[config.mk]
export PLATFORM = sky130hd
export DESIGN_NAME = line_writer
export DESIGN_NICKNAME = d
export VERILOG_FILES = /design/src/logic/scaler_pkg.sv /design/src/logic/line_writer.sv
export SDC_FILE = /design/constraint.sdc
export NUM_CORES = 1
export LEC_CHECK = 0
export BUFFER_PORTS_ARGS = -buffer_cell sky130_fd_sc_hd__clkbuf_2
export CORE_UTILIZATION = 51
export CTS_CLUSTER_SIZE = 14
export DETAILED_ROUTE_END_ITERATION = 12
export PLACE_DENSITY = 0.79
export SLEW_MARGIN = 40
export SYNTH_ARGS = -nofsm -noshare
export SYNTH_HDL_FRONTEND = slang
export SYNTH_SLANG_ARGS = --single-unit
[constraint.sdc]
create_clock -name clk_in2 -period 2.9 [get_ports clk_in2]
set_clock_uncertainty 0.15 [all_clocks]
set_input_delay 0.58 -clock clk_in2 [delete_from_list [all_inputs] [get_ports clk_in2]]
set_output_delay 0.58 -clock clk_in2 [all_outputs]
set_load 0.01 [all_outputs]
[src/logic/scaler_pkg.sv]
package scaler_pkg;

    typedef logic [7:0]  pixel_t;
    typedef logic [10:0] coord_t;
    typedef logic [26:0] pos_t;     // 11 integer bits, 16 fraction bits
    typedef logic [16:0] weight_t;  // one is 17'h10000

    typedef struct packed {
        logic vsync;
        logic href;
    } sync_t;

    // ------------------------------
    // line buffer ports

    typedef struct packed {
        logic       we0;    // even source rows
        logic       we1;    // odd source rows
        logic [1:0] slot;
        coord_t     col;
        pixel_t     data;
    } buf_wr_t;

    // second port of each bank reads col + 1
    typedef struct packed {
        logic [1:0] slot0;
        coord_t     col0;
        logic [1:0] slot1;
        coord_t     col1;
    } buf_rd_t;

    typedef struct packed {
        pixel_t p00;
        pixel_t p01;
        pixel_t p10;
        pixel_t p11;
    } quad_t;

    typedef struct packed {
        coord_t      x;
        coord_t      y;
        logic [15:0] fx;
        logic [15:0] fy;
    } pix_req_t;

endpackage

[src/logic/line_writer.sv]
module line_writer #(
    parameter int SRC_W = 800
) (
    input  logic                clk_in2,
    input  logic                rst_n,
    input  scaler_pkg::sync_t   in_sync,
    input  scaler_pkg::pixel_t  in_gray,
    output scaler_pkg::buf_wr_t buf_wr,
    output logic                line_done,
    output logic                frame_start
);

    scaler_pkg::sync_t  sync_d;
    scaler_pkg::coord_t col_cnt;
    scaler_pkg::coord_t row_cnt;
    scaler_pkg::coord_t col_q;
    scaler_pkg::pixel_t data_q;
    logic [1:0]         slot_q;
    logic               we0_q;
    logic               we1_q;
    logic               active;
    logic               href_fall;

    assign active    = in_sync.vsync & in_sync.href;
    assign href_fall = sync_d.href & ~in_sync.href;

    always_ff @(posedge clk_in2)
    begin
        if (!rst_n)
        begin
            sync_d      <= '0;
            col_cnt     <= '0;
            row_cnt     <= '0;
            we0_q       <= 1'b0;
            we1_q       <= 1'b0;
            line_done   <= 1'b0;
            frame_start <= 1'b0;
        end
        else
        begin
            sync_d  <= in_sync;
            col_cnt <= active ? col_cnt + 1'b1 : '0;
            if (!in_sync.vsync)
                row_cnt <= '0;
            else if (href_fall)
                row_cnt <= row_cnt + 1'b1;
            we0_q       <= active & ~row_cnt[0];  // bank by row parity
            we1_q       <= active & row_cnt[0];
            line_done   <= active && (col_cnt == scaler_pkg::coord_t'(SRC_W - 1));
            frame_start <= in_sync.vsync & ~sync_d.vsync;
        end
    end

    always_ff @(posedge clk_in2)
    begin
        slot_q <= row_cnt[2:1];
        col_q  <= col_cnt;
        data_q <= in_gray;
    end

    assign buf_wr = '{we0: we0_q, we1: we1_q, slot: slot_q, col: col_q, data: data_q};

endmodule

# --- After elaboration in Yosys (flattened, before gate mapping) ---
# Index checks and enable logic that the tools add are counted.
totals:
  ff_bits: 49
  out_inout_bits: 25
  inputBits: 12
op_classes:
  n_reduce_logical: 3
  addsub: 2
  bitwise_logic: 8
  n_eq_ne: 1
ops:
  columns: ["op", "n"]
  rows:
  - ["11-bit by 1-bit adder with 11-bit output (second input constant)", 2]
  - ["11-bit by 10-bit == test with 1-bit output (second input constant)", 1]
  - ["1-bit bitwise AND", 5]
  - ["2-bit AND reduction", 2]
  - ["1-bit inverter", 3]
  - ["1-bit logical AND", 1]

# --- Logic depth before layout (Yosys ltp) ---
depth:
  depth_word: 2
  depth_mapped: 4
  mapped_depth_nobuf: 4

# --- Worst setup path before layout ---
# Ideal clock, no wire load.
synth_path:
  path_kind: "register to register"
  from: "reg col_cnt[0]"
  to: "reg col_cnt[10]"
  stages_incl_launch_ff: 5
  path_buffers: 0
  setup_ns: 0.070
  t_required_ns: 2.680
  setup_slack_ns: 1.348
  arrival_time_ns: 1.332
  period_less_slack_ns: 1.552
  path_cell_list: "dfxtp_1 ha_1 nand4_2 or4_1 a21oi_1"
synth_between:
  elab_chain_len: 1
synth_rtl:
  columns: ["item", "line", "rtl"]
  rows:
  - ["from (decl)", "line_writer.sv:14", "scaler_pkg::coord_t col_cnt;"]
  - ["from (signal assigned)", "line_writer.sv:42", "col_cnt <= active ? col_cnt + 1'b1 : '0;"]
  - ["11-bit by 1-bit adder with 11-bit output", "line_writer.sv:42", null]
# Every way passes these cells.
# A chain may end at the register's enable or synchronous reset.

# --- Worst setup path after layout ---
# Same ends and word-level chain as after synthesis.

==> impl_metrics.env <==
export IMPL_synth_cell_type_count=24
export IMPL_cts_sinks=41
export IMPL_syn_num_nets=114
export IMPL_maxSlewHeadroom=0.730
export IMPL_fin_ws_ns=1.19
export IMPL_synthesis_area_um2=1180
export IMPL_cp_start_kind="register"
export IMPL_numCtsBuffers=5
export IMPL_final_setup_tns_ns=0
export IMPL_diodes=0
export IMPL_finalSetupViolCount=0
export IMPL_drc=0
export IMPL_critical_path_class="reg2reg"
export IMPL_maxCapViolations=0
export IMPL_initial_utilization=0.539
export IMPL_final_area_um2=1430
export IMPL_clockBufferDepth=2
export IMPL_area_growth_pct=20.8
export IMPL_cts_hold_buf=0
export IMPL_cts_resized=0
export IMPL_dieArea_um2=2510
export IMPL_max_freq_mhz=586
export IMPL_cts_tree="yes"
export IMPL_critPathCaptureType="register"
export IMPL_die_h_um=50.1
export IMPL_dp_hpwl_mm=1.43
export IMPL_ys_seq_area_frac=0.695
export IMPL_grt_util_all_layers=0.188
export IMPL_insertion_delay_ns=0.33
export IMPL_nets=154
export IMPL_postLayoutCoreUtil=0.651
export IMPL_clk_pin_slew_ns=0.10
export IMPL_yosysWarnings=0
export IMPL_avgSynthCellArea_um2=11.8
export IMPL_cp_required_ns=3.02
export IMPL_fillers=182
export IMPL_final_max_slew_viol_count=0
export IMPL_min_path_type="in2reg"
export IMPL_fin_crit_sh=0.588
export IMPL_rows=17
export IMPL_power_density_nw_per_um2=600
export IMPL_finalWirelength_mm=1.91
export IMPL_power_mw=0.855
export IMPL_ir_worst_vdd_mv=0.460
export IMPL_grt_pass1_wl_mm=3.30
export IMPL_dr_pass1_iters=4
export IMPL_rsz0062_at_grt="no"
export IMPL_final_cells=169
export IMPL_finalCriticalPeriod_ns=1.71
export IMPL_hold_viol=0
export IMPL_place_area_um2=1380
export IMPL_grt_antenna_before_repair=0
export IMPL_postCtsSetupBuffers=0
export IMPL_io_buffer_count=36
export IMPL_wl_per_cell_um=11.3
export IMPL_crit_fanout=7
export IMPL_grt_overflow=0
export IMPL_globalplace_congestion=0.730
export IMPL_cp_arrival_ns=1.82
export IMPL_power_leakage_nw=0.625
export IMPL_grt_max_degree=13
export IMPL_hold_ws_ns=0.190
export IMPL_io_pins=37
export IMPL_viasPerCell=4.86
export IMPL_die_w_um=50.1
export IMPL_status="finished, final reports clean"
export IMPL_htree_levels=2
export IMPL_place_ws_ns=1.23
export IMPL_clk_root_buffer_cell="clkbuf_4"
export IMPL_ant_nets=0
export IMPL_dp_cells=161
export IMPL_worst_pin_slew_ns=0.404
export IMPL_core_area_um2=2190
export IMPL_drive_above_1_share=0.312
export IMPL_vias=821
export IMPL_syn_inst=100
export IMPL_synth_seq_cells=41
export IMPL_first_global_vias=790
export IMPL_drtIter0Drc=5
[path summary, 6_finish.rpt]
| path | start | end | slack (ns) | cells past startpoint |
|---|---|---|---|---|
| setup / recovery | col_cnt[0] | col_cnt[10] | 1.19 | 4 |
| hold / removal | in_gray[7] | data_q[7] | 0.19 | 1 |
| setup reg to reg | col_cnt[0] | col_cnt[10] | 1.19 | 4 |
| hold reg to reg | row_cnt[2] | slot_q[1] | 0.22 | 0 |
[cell usage after synthesis]
master,instances,area share
nor2b_1,1,0.0053
or3_1,1,0.0053
and2_1,3,0.016
xnor2_1,2,0.015
a21oi_1,6,0.025
nand4_2,1,0.011
nor4_1,1,0.0053
xor2_1,3,0.022
ha_1,2,0.021
mux2i_1,1,0.0085
and3_1,1,0.0053
dfxtp_1,41,0.69
nand2_1,5,0.016
or4_1,4,0.025
nand3b_1,1,0.0064
nand3_1,4,0.017
buf_4,2,0.013
nand4_1,1,0.0053
clkbuf_1,1,0.0032
nor2_1,9,0.029
inv_1,2,0.0064
o31ai_1,3,0.019
or3_2,2,0.013
o21ai_0,3,0.013
[metal layers]
metal  share of wire  vias up  track usage
met3           0.041        7       0.0648
met5               0        -            0
met4           0.027        0        0.148
li1                -      423            -
met1            0.40      368        0.184
met2            0.53       23        0.316
[cells in the final DEF, fill, tap and decap left out, types with 4 or more instances in the layout]
cell,netlist,layout
nand3_1,4,4
clkbuf_4,0,5
nand2_1,5,5
a21oi_1,6,6
nor2_1,9,9
or4_1,4,4
dfxtp_1,41,41
clkbuf_2,0,36
[power by group]
part | switching, mW | total (mW) | internal (mW) | leakage, nW
Sequential | 0.00367 | 0.577 | 0.573 | 0.335
Combinational | 0.0144 | 0.0277 | 0.0133 | 0.264
Clock | 0.154 | 0.251 | 0.0967 | 0.0265
[final cells by class]
type                       instances  area, um2  share of cell area
inverter                           2       7.51             0.00526
tap                               28       35.0              0.0246
multi-input combinational         54        334               0.234
sequential                        41        821               0.575
clock buffer                       8       48.8              0.0342
timing repair buffer              36        180               0.126
[registers in the layout (all words and copies together) (netlist names)]
register and flops:
col_cnt 11, row_cnt 3, sync_d 2, we0_q 1, frame_start 1, slot_q 2, we1_q 1, data_q 8
line_done 1, col_q 11
[worst max-delay path, cell delays in order, from the launching register on]
cell and delay (ns):
dfxtp_1 0.41, ha_1 0.25, nand4_2 0.19, or4_1 0.50
a21oi_1 0.14
[kinds of logic (layout without fill, tap and decap cells)]
kind of cell	count (synthesis)	count (layout)	synth area share
flops	41	41	0.695
simple gates	34	34	0.159
compound gates	12	12	0.0572
xor+xnor	5	5	0.0371
buf+inv	5	46	0.0222
fa+ha+maj	2	2	0.0212
mux	1	1	0.00847
Power figures use the tool's default switching activity.
