**config.mk**
```make
export PLATFORM = sky130hd
export DESIGN_NAME = scale_sequencer
export DESIGN_NICKNAME = d
export VERILOG_FILES = /design/src/logic/scaler_pkg.sv /design/src/logic/scale_sequencer.sv
export SDC_FILE = /design/constraint.sdc
export NUM_CORES = 1
export LEC_CHECK = 0
export ABC_AREA = 1
export BUFFER_PORTS_ARGS = -buffer_cell sky130_fd_sc_hd__buf_4
export CAP_MARGIN = 30
export CORE_MARGIN = 8
export CORE_UTILIZATION = 52
export DETAILED_ROUTE_END_ITERATION = 10
export PLACE_DENSITY_LB_ADDON = 0.25
export SETUP_SLACK_MARGIN = 0.5
export SLEW_MARGIN = 20
export SYNTH_ARGS = -nofsm -noshare
export SYNTH_HDL_FRONTEND = slang
export SYNTH_SLANG_ARGS = --single-unit
```
**constraint.sdc**
```tcl
create_clock -name clk_in2 -period 2.22 [get_ports clk_in2]
set_input_delay 0 -clock clk_in2 [delete_from_list [all_inputs] [get_ports clk_in2]]
set_output_delay 0 -clock clk_in2 [all_outputs]
set_load 0.01 [all_outputs]
```
**src/logic/scaler_pkg.sv**
```systemverilog
package scaler_pkg;

    typedef logic [7:0]  pixel_t;
    typedef logic [10:0] coord_t;
    typedef logic [26:0] pos_t;     // 11 integer bits, 16 fraction bits
    typedef logic [16:0] weight_t;  // one is 17'h10000

    typedef struct packed {
        logic vsync;
        logic href;
    } sync_t;

    // ------------------------------
    // line buffer ports

    typedef struct packed {
        logic       we0;    // even source rows
        logic       we1;    // odd source rows
        logic [1:0] slot;
        coord_t     col;
        pixel_t     data;
    } buf_wr_t;

    // second port of each bank reads col + 1
    typedef struct packed {
        logic [1:0] slot0;
        coord_t     col0;
        logic [1:0] slot1;
        coord_t     col1;
    } buf_rd_t;

    typedef struct packed {
        pixel_t p00;
        pixel_t p01;
        pixel_t p10;
        pixel_t p11;
    } quad_t;

    typedef struct packed {
        coord_t      x;
        coord_t      y;
        logic [15:0] fx;
        logic [15:0] fy;
    } pix_req_t;

endpackage

```
**src/logic/scale_sequencer.sv**
```systemverilog
module scale_sequencer #(
    parameter int SRC_H   = 600,
    parameter int DST_W   = 1280,
    parameter int DST_H   = 720,
    parameter int X_RATIO = 40960,
    parameter int Y_RATIO = 54613
) (
    input  logic                 clk_in2,
    input  logic                 rst_n,
    input  logic                 line_done,
    input  logic                 frame_start,
    output logic                 pix_valid,
    output scaler_pkg::pix_req_t pix_req,
    output scaler_pkg::sync_t    seq_sync
);

    typedef enum logic [1:0] {
        S_IDLE,
        S_ROW_CHECK,
        S_ROW_EMIT,
        S_ROW_INC
    } state_t;

    state_t             state;
    scaler_pkg::coord_t rows_written;
    scaler_pkg::coord_t dst_row;
    scaler_pkg::coord_t dst_col;
    scaler_pkg::pos_t   x_acc;
    scaler_pkg::pos_t   y_acc;
    logic               vsync_q;
    logic               row_ready;
    logic               last_col;
    logic               last_row;

    // rows y and y + 1 both in the buffer
    assign row_ready = ({1'b0, rows_written} > {1'b0, y_acc[26:16]} + 12'd1) ||
                       (rows_written == scaler_pkg::coord_t'(SRC_H));
    assign last_col  = dst_col == scaler_pkg::coord_t'(DST_W - 1);
    assign last_row  = dst_row == scaler_pkg::coord_t'(DST_H - 1);

    // ------------------------------
    // row state machine
    always_ff @(posedge clk_in2)
    begin
        if (!rst_n)
        begin
            state        <= S_IDLE;
            rows_written <= '0;
            dst_row      <= '0;
            dst_col      <= '0;
            x_acc        <= '0;
            y_acc        <= '0;
            pix_valid    <= 1'b0;
            vsync_q      <= 1'b0;
        end
        else
        begin
            case (state)
                S_IDLE:      if (frame_start) state <= S_ROW_CHECK;
                S_ROW_CHECK: if (row_ready) state <= S_ROW_EMIT;
                S_ROW_EMIT:  if (last_col) state <= S_ROW_INC;
                S_ROW_INC:   state <= last_row ? S_IDLE : S_ROW_CHECK;
                default:     state <= S_IDLE;
            endcase

            if (frame_start)
                rows_written <= '0;
            else if (line_done)
                rows_written <= rows_written + 1'b1;

            if (frame_start)
            begin
                y_acc   <= '0;
                dst_row <= '0;
            end
            else if (state == S_ROW_INC)
            begin
                y_acc   <= y_acc + scaler_pkg::pos_t'(Y_RATIO);
                dst_row <= dst_row + 1'b1;
            end

            if (state == S_ROW_EMIT)
            begin
                x_acc   <= x_acc + scaler_pkg::pos_t'(X_RATIO);
                dst_col <= dst_col + 1'b1;
            end
            else
            begin
                x_acc   <= '0;   // new row starts at x = 0
                dst_col <= '0;
            end

            pix_valid <= state == S_ROW_EMIT;
            if ((state == S_ROW_EMIT) && (dst_col == '0) && (dst_row == '0))
                vsync_q <= 1'b1;
            else if ((state == S_ROW_INC) && last_row)
                vsync_q <= 1'b0;
        end
    end

    always_ff @(posedge clk_in2)
    begin
        pix_req <= '{x: x_acc[26:16], y: y_acc[26:16], fx: x_acc[15:0], fy: y_acc[15:0]};
    end

    assign seq_sync = '{vsync: vsync_q, href: pix_valid};

endmodule

```
* Word-level counts from Yosys, hierarchy flattened *
Index checks and enable logic that the tools add are counted.

cells by class
  add/sub/neg operators = 6
  order comparisons = 1
  equal/unequal tests = 9
  mux-type cells = 7
  bitwise operators = 1
  reduce and logical (&&, ||, !) cells = 11

operators by type and width
  kind                                                   number
  adder 27 x 16 -> 27 bit, second input constant         2
  adder 11 x 1 -> 11 bit, second input constant          3
  equality test 11 x 10 -> 1 bit, second input constant  2
  logical NOT 11 bit                                     2
  adder 11 x 1 -> 12 bit, second input constant          1
  greater-than comparator 11 x 12 -> 1 bit               1
  equality test 11 bit, second input constant            1
  case mux 2 bit (4 select lines)                        1
  two-way mux 2 bit                                      3
  != test 2 bit, second input constant                   3
  equality test 2 bit, second input constant             2
  logical AND 1 bit                                      3
  two-way mux 1 bit                                      3
  AND reduction 3 bit                                    1
  equality test 2 x 1 -> 1 bit, second input constant    1
  logical NOT 2 bit                                      1
  AND reduction 2 bit                                    1
  nonzero test 2 bit                                     1
  OR reduction 2 bit                                     1
  logical OR 1 bit                                       1
  inverter 1 bit                                         1

word-level totals
  flip-flop bits (word level) = 145
  bits of input ports = 4
  output and inout port bits = 57
  logic and storage cells = 47

* Depth between registers and ports, before layout *
  depth after elaboration = 5
  mapped depth = 18
  depth with buffers taken out = 18

* Worst setup path after synthesis *
OpenSTA, ideal clock, no wires.

  path type = register to register
  from = reg y_acc[16]
  to = reg state[1]
  library setup time = 0.113 ns
  arrival = 2.064 ns
  required time = 2.107 ns
  setup slack = 0.043 ns
  cell stages (with the launch flop) = 17
  path buffers = 0
  clock period less this slack = 2.177 ns
  cells stage by stage = dfxtp_1 > ha_1 > inv_1 > nor2_1 > nand3_1 > xor2_1 > ha_1 > and3_1 > nand4_1 > nand2_1 > inv_1 > nand2_1 > nand2_1 > nand2_2 > nand2_1 > nand2_1 > nor2_1

on the way
  longest elaborated chain between the ends = 5

ends and longest elaborated chain
  item                                      line                   text
  from (decl)                               scale_sequencer.sv:29  scaler_pkg::pos_t y_acc;
  from (signal assigned)                    scale_sequencer.sv:78  y_acc <= y_acc + scaler_pkg::pos_t'(Y_RATIO);
  adder 11 x 1 -> 12 bit                    scale_sequencer.sv:36  assign row_ready = ({1'b0, rows_written} > {1'b0, y_acc[26:16]} + 12'd1) ||
  greater-than comparator 11 x 12 -> 1 bit  scale_sequencer.sv:36
  logical OR 1 bit                          scale_sequencer.sv:36
  != test 2 bit (no source line)            -
  AND reduction 3 bit (no source line)      -
  to (signal assigned)                      scale_sequencer.sv:62  S_ROW_INC: state <= last_row ? S_IDLE : S_ROW_CHECK;
  to (decl)                                 scale_sequencer.sv:24  state_t state;

No other way between the ends.
A chain may end at the register's enable or synchronous reset.

* Worst setup path in the final report *
  from = reg y_acc[19]
  to = reg state[1]

Same word-level chain as after synthesis.

==> results.json <==
{
  "start_util": 0.532,
  "root_buffer": "clkbuf_8",
  "area_growth_syn_to_layout_pct": 26.6,
  "ys_warn_count": 0,
  "post-route-min-period_ps": 2180,
  "rrSetupSlack_ps": 40,
  "start_kind": "register",
  "grt_pass1_wl_mm": 19.7,
  "core_area_mm2": 0.00973,
  "rsz0062_at_grt": "true",
  "crit_fanout": 4,
  "clkSinkCount": 119,
  "cts_tree": "yes",
  "worstPathCellList": "nand2_4 > inv_4 > nand3_2 > nor3_4 > nand2_1 > xor2_2 > ha_1 > and3_4 > nand4_1 > nand2_1 > inv_1 > nand2_1 > nand2_2 > nand2_4 > nand2_1 > nand2_1 > nor2_1",
  "n_fill_cell": 792,
  "cp_top_family": "simple AND/OR/NAND/NOR gates",
  "synth_cell_types": 39,
  "port_buffers": 47,
  "status": "completed",
  "grt_pass1_vias": 4448,
  "drv_cap": 0,
  "relSlewSlack": 0.584,
  "dpl.hpwl_mm": 7.82,
  "powerDensity_mw_per_mm2": 864,
  "ant_nets": 0,
  "post-route-util": 0.674,
  "hold_class": "in2reg",
  "synth-seq-cells": 119,
  "antennaDiodeCount": 0,
  "drc": 0,
  "dpl_cell_area_mm2": 0.00567,
  "hold_start": "frame_start",
  "critPathBufInv": 2,
  "fmax_ghz": 0.460,
  "gpl.final_weighted_congestion": 0.868,
  "ir_drop_mv": 0.500,
  "syn_area_mm2": 0.00518,
  "grt-ovfl-total": 0,
  "critPathMaxStageDelay_ps": 360,
  "async_reset_ff_frac": 0,
  "end_kind": "register",
  "die_x_um": 116,
  "numCtsBuffers": 17,
  "regArea_mm2": 0.00242,
  "cp_common_cell": "nand2_1",
  "multi_input_area_mm2": 0.00252,
  "first_iter_violations": 237,
  "io_pins": 61,
  "clockBufferDepth": 2,
  "via_count": 4480,
  "p_leak_nw": 2.68,
  "worstReg2RegStart": "y_acc[19]$_SDFFE_PP0P_",
  "preCtsSetupSlack_ps": 2.20,
  "tightest_slew_ps": 624,
  "dieArea_mm2": 0.0134,
  "clk-insertion-delay-late_ps": 510,
  "layout-drive-gt1-share": 0.236,
  "grt_max_degree": 36,
  "crit_type": "reg2reg",
  "viasPerCell": 5.09,
  "synth.top_cell.area_share": 0.460,
  "finalHoldViolCount": 0,
  "ys_seq_area_frac": 0.460,
  "cpMaxStageDelayCell": "dfxtp_4",
  "synth_edf_count": 0,
  "clk_pin_slew_ps": 60,
  "wire_per_inst_um": 13.4,
  "cp_data_required_time_ps": 2620,
  "fin_crit_sh": 0.980,
  "num_rows": 36,
  "dp_cells": 838,
  "synthTopCellsByArea": "dfxtp_1 46%, nand2_1 7.0%, nor2_1 6.1%, inv_1 5.9%, ha_1 5.8%",
  "ys.flop_type": "dfxtp_1",
  "cts_max_level": 4,
  "finalSetupViolations": 0,
  "slew_viol_final": 0,
  "final_cell_count_no_fill": 880,
  "finClkSkew_ps": 8.16,
  "critPathLaunch": "y_acc[19]$_SDFFE_PP0P_",
  "post-synth-top-area-cell": "dfxtp_1",
  "arrival_ps": 2580,
  "detail_route.first_pass.iterations": 4,
  "synthCells": 665,
  "tns_ps": 0,
  "chipHeight_um": 116,
  "totalWireLength_mm": 11.8,
  "setup_slack_ps": 44.1,
  "design_area_mm2": 0.00656,
  "avgSynthCellArea_um2": 7.79,
  "nets": 762,
  "antenna_found_initial": 0,
  "grt_util_all_layers": 0.182
}
## layer usage
| layer | vias up | GRT usage | wire [um] |
|---|---|---|---|
| met1 | 2100 | 0.206 | 5040 |
| met2 | 99 | 0.318 | 5950 |
| met3 | 15 | 0.0505 | 633 |
| li1 | 2266 | - | - |
| met4 | 0 | 0.0691 | 163 |
| met5 | - | 0 | 0 |
## repair_timing
action                                 CTS  global route
endpoints found under the hold margin   16             0
buffers inserted                         5             2
pin swaps                                8             6
hold buffers                             2             0
setup endpoints to repair                7            21
resized for setup                       27            32
gates cloned                             0             1
## worst reg2reg max path, cell delays in order, from the launching register on
cell	delay, ps
dfxtp_4	360
nand2_4	70
inv_4	70
nand3_2	110
nor3_4	150
nand2_1	120
xor2_2	170
ha_1	300
and3_4	190
nand4_1	70
nand2_1	70
inv_1	40
nand2_1	70
nand2_2	70
nand2_4	90
nand2_1	50
nand2_1	50
nor2_1	40
## report_power, final
part           internal, mW  switching [mW]  total, mW
Clock                  1.86           0.984       2.84
Combinational         0.198           0.345      0.543
Sequential             2.21          0.0688       2.28
Total                  4.27            1.40       5.66
## path summary, 6_finish.rpt
path                                              end  cells past startpoint
worst max-delay path            state[1]$_SDFFE_PN0P_                     17
worst min-delay path            state[0]$_SDFFE_PN0P_                      7
worst max register to register  state[1]$_SDFFE_PN0P_                     17
worst min register to register    pix_req[44]$_DFF_P_                      0
## final cells by class
class / count / area share
Multi-Input combinational cell: 442 / 0.384
Sequential cell: 119 / 0.369
Clock inverter: 14 / 0.0301
Tap cell: 133 / 0.0254
Clock buffer: 18 / 0.0653
Timing Repair Buffer: 63 / 0.0740
Inverter: 91 / 0.0525
## layout by cell type (no fill, tap or decap), drive strengths merged
cell | Yosys | final
clkinv | 0 | 6
a21oi | 61 | 61
nand2 | 105 | 106
buf | 21 | 61
a21boi | 1 | 1
xor2 | 10 | 10
xnor2 | 5 | 5
conb | 1 | 13
nand4 | 7 | 7
nand3 | 37 | 37
nor3b | 3 | 3
o211ai | 3 | 3
clkbuf | 5 | 18
nor4 | 6 | 6
o21bai | 1 | 1
o21ai | 45 | 45
a21o | 2 | 2
o21a | 2 | 2
inv | 91 | 93
nor2 | 91 | 91
or2 | 1 | 1
and3 | 1 | 1
bufinv | 0 | 4
ha | 24 | 24
a41oi | 1 | 1
clkinvlp | 0 | 2
dlygate4sd3 | 0 | 2
dfxtp | 119 | 119
nor3 | 21 | 21
o22ai | 1 | 1
## through the flow
stage	power [mW]	hold WS [ps]
2_1_floorplan	2.68	90.0
3_5_place_dp	2.82	228
6_report	5.66	45.7
5_1_grt	5.89	62.5
4_1_cts	5.68	29.2
3_3_place_gp	2.80	221
## flip-flops by register name, summed over array words and instances, names as in the netlist
name          cells
dst_col          11
pix_req          41
pix_valid         1
dst_row          11
state             2
x_acc            14
vsync_q           1
rows_written     11
y_acc            27
## cells by family after synthesis
family / share of synthesized area
AO/OA/AOI/OAI: 0.122
XOR/XNOR: 0.0254
adder cells (fa/ha/maj): 0.0580
buffers and inverters: 0.0978
flip-flops: 0.460
other: 0.000724
AND/OR/NAND/NOR: 0.236
## cell usage after synthesis (7+ instances only)
master	instances
nor2_1	84
nand2_1	97
inv_1	81
buf_4	15
o21ai_0	37
nand3_1	34
ha_1	24
nand4_1	7
nor3_1	20
o21ai_1	7
a21oi_1	59
xor2_1	10
dfxtp_1	119
inv_2	10
nand2_2	8
Note: power is estimated with default switching activity, not from simulation.
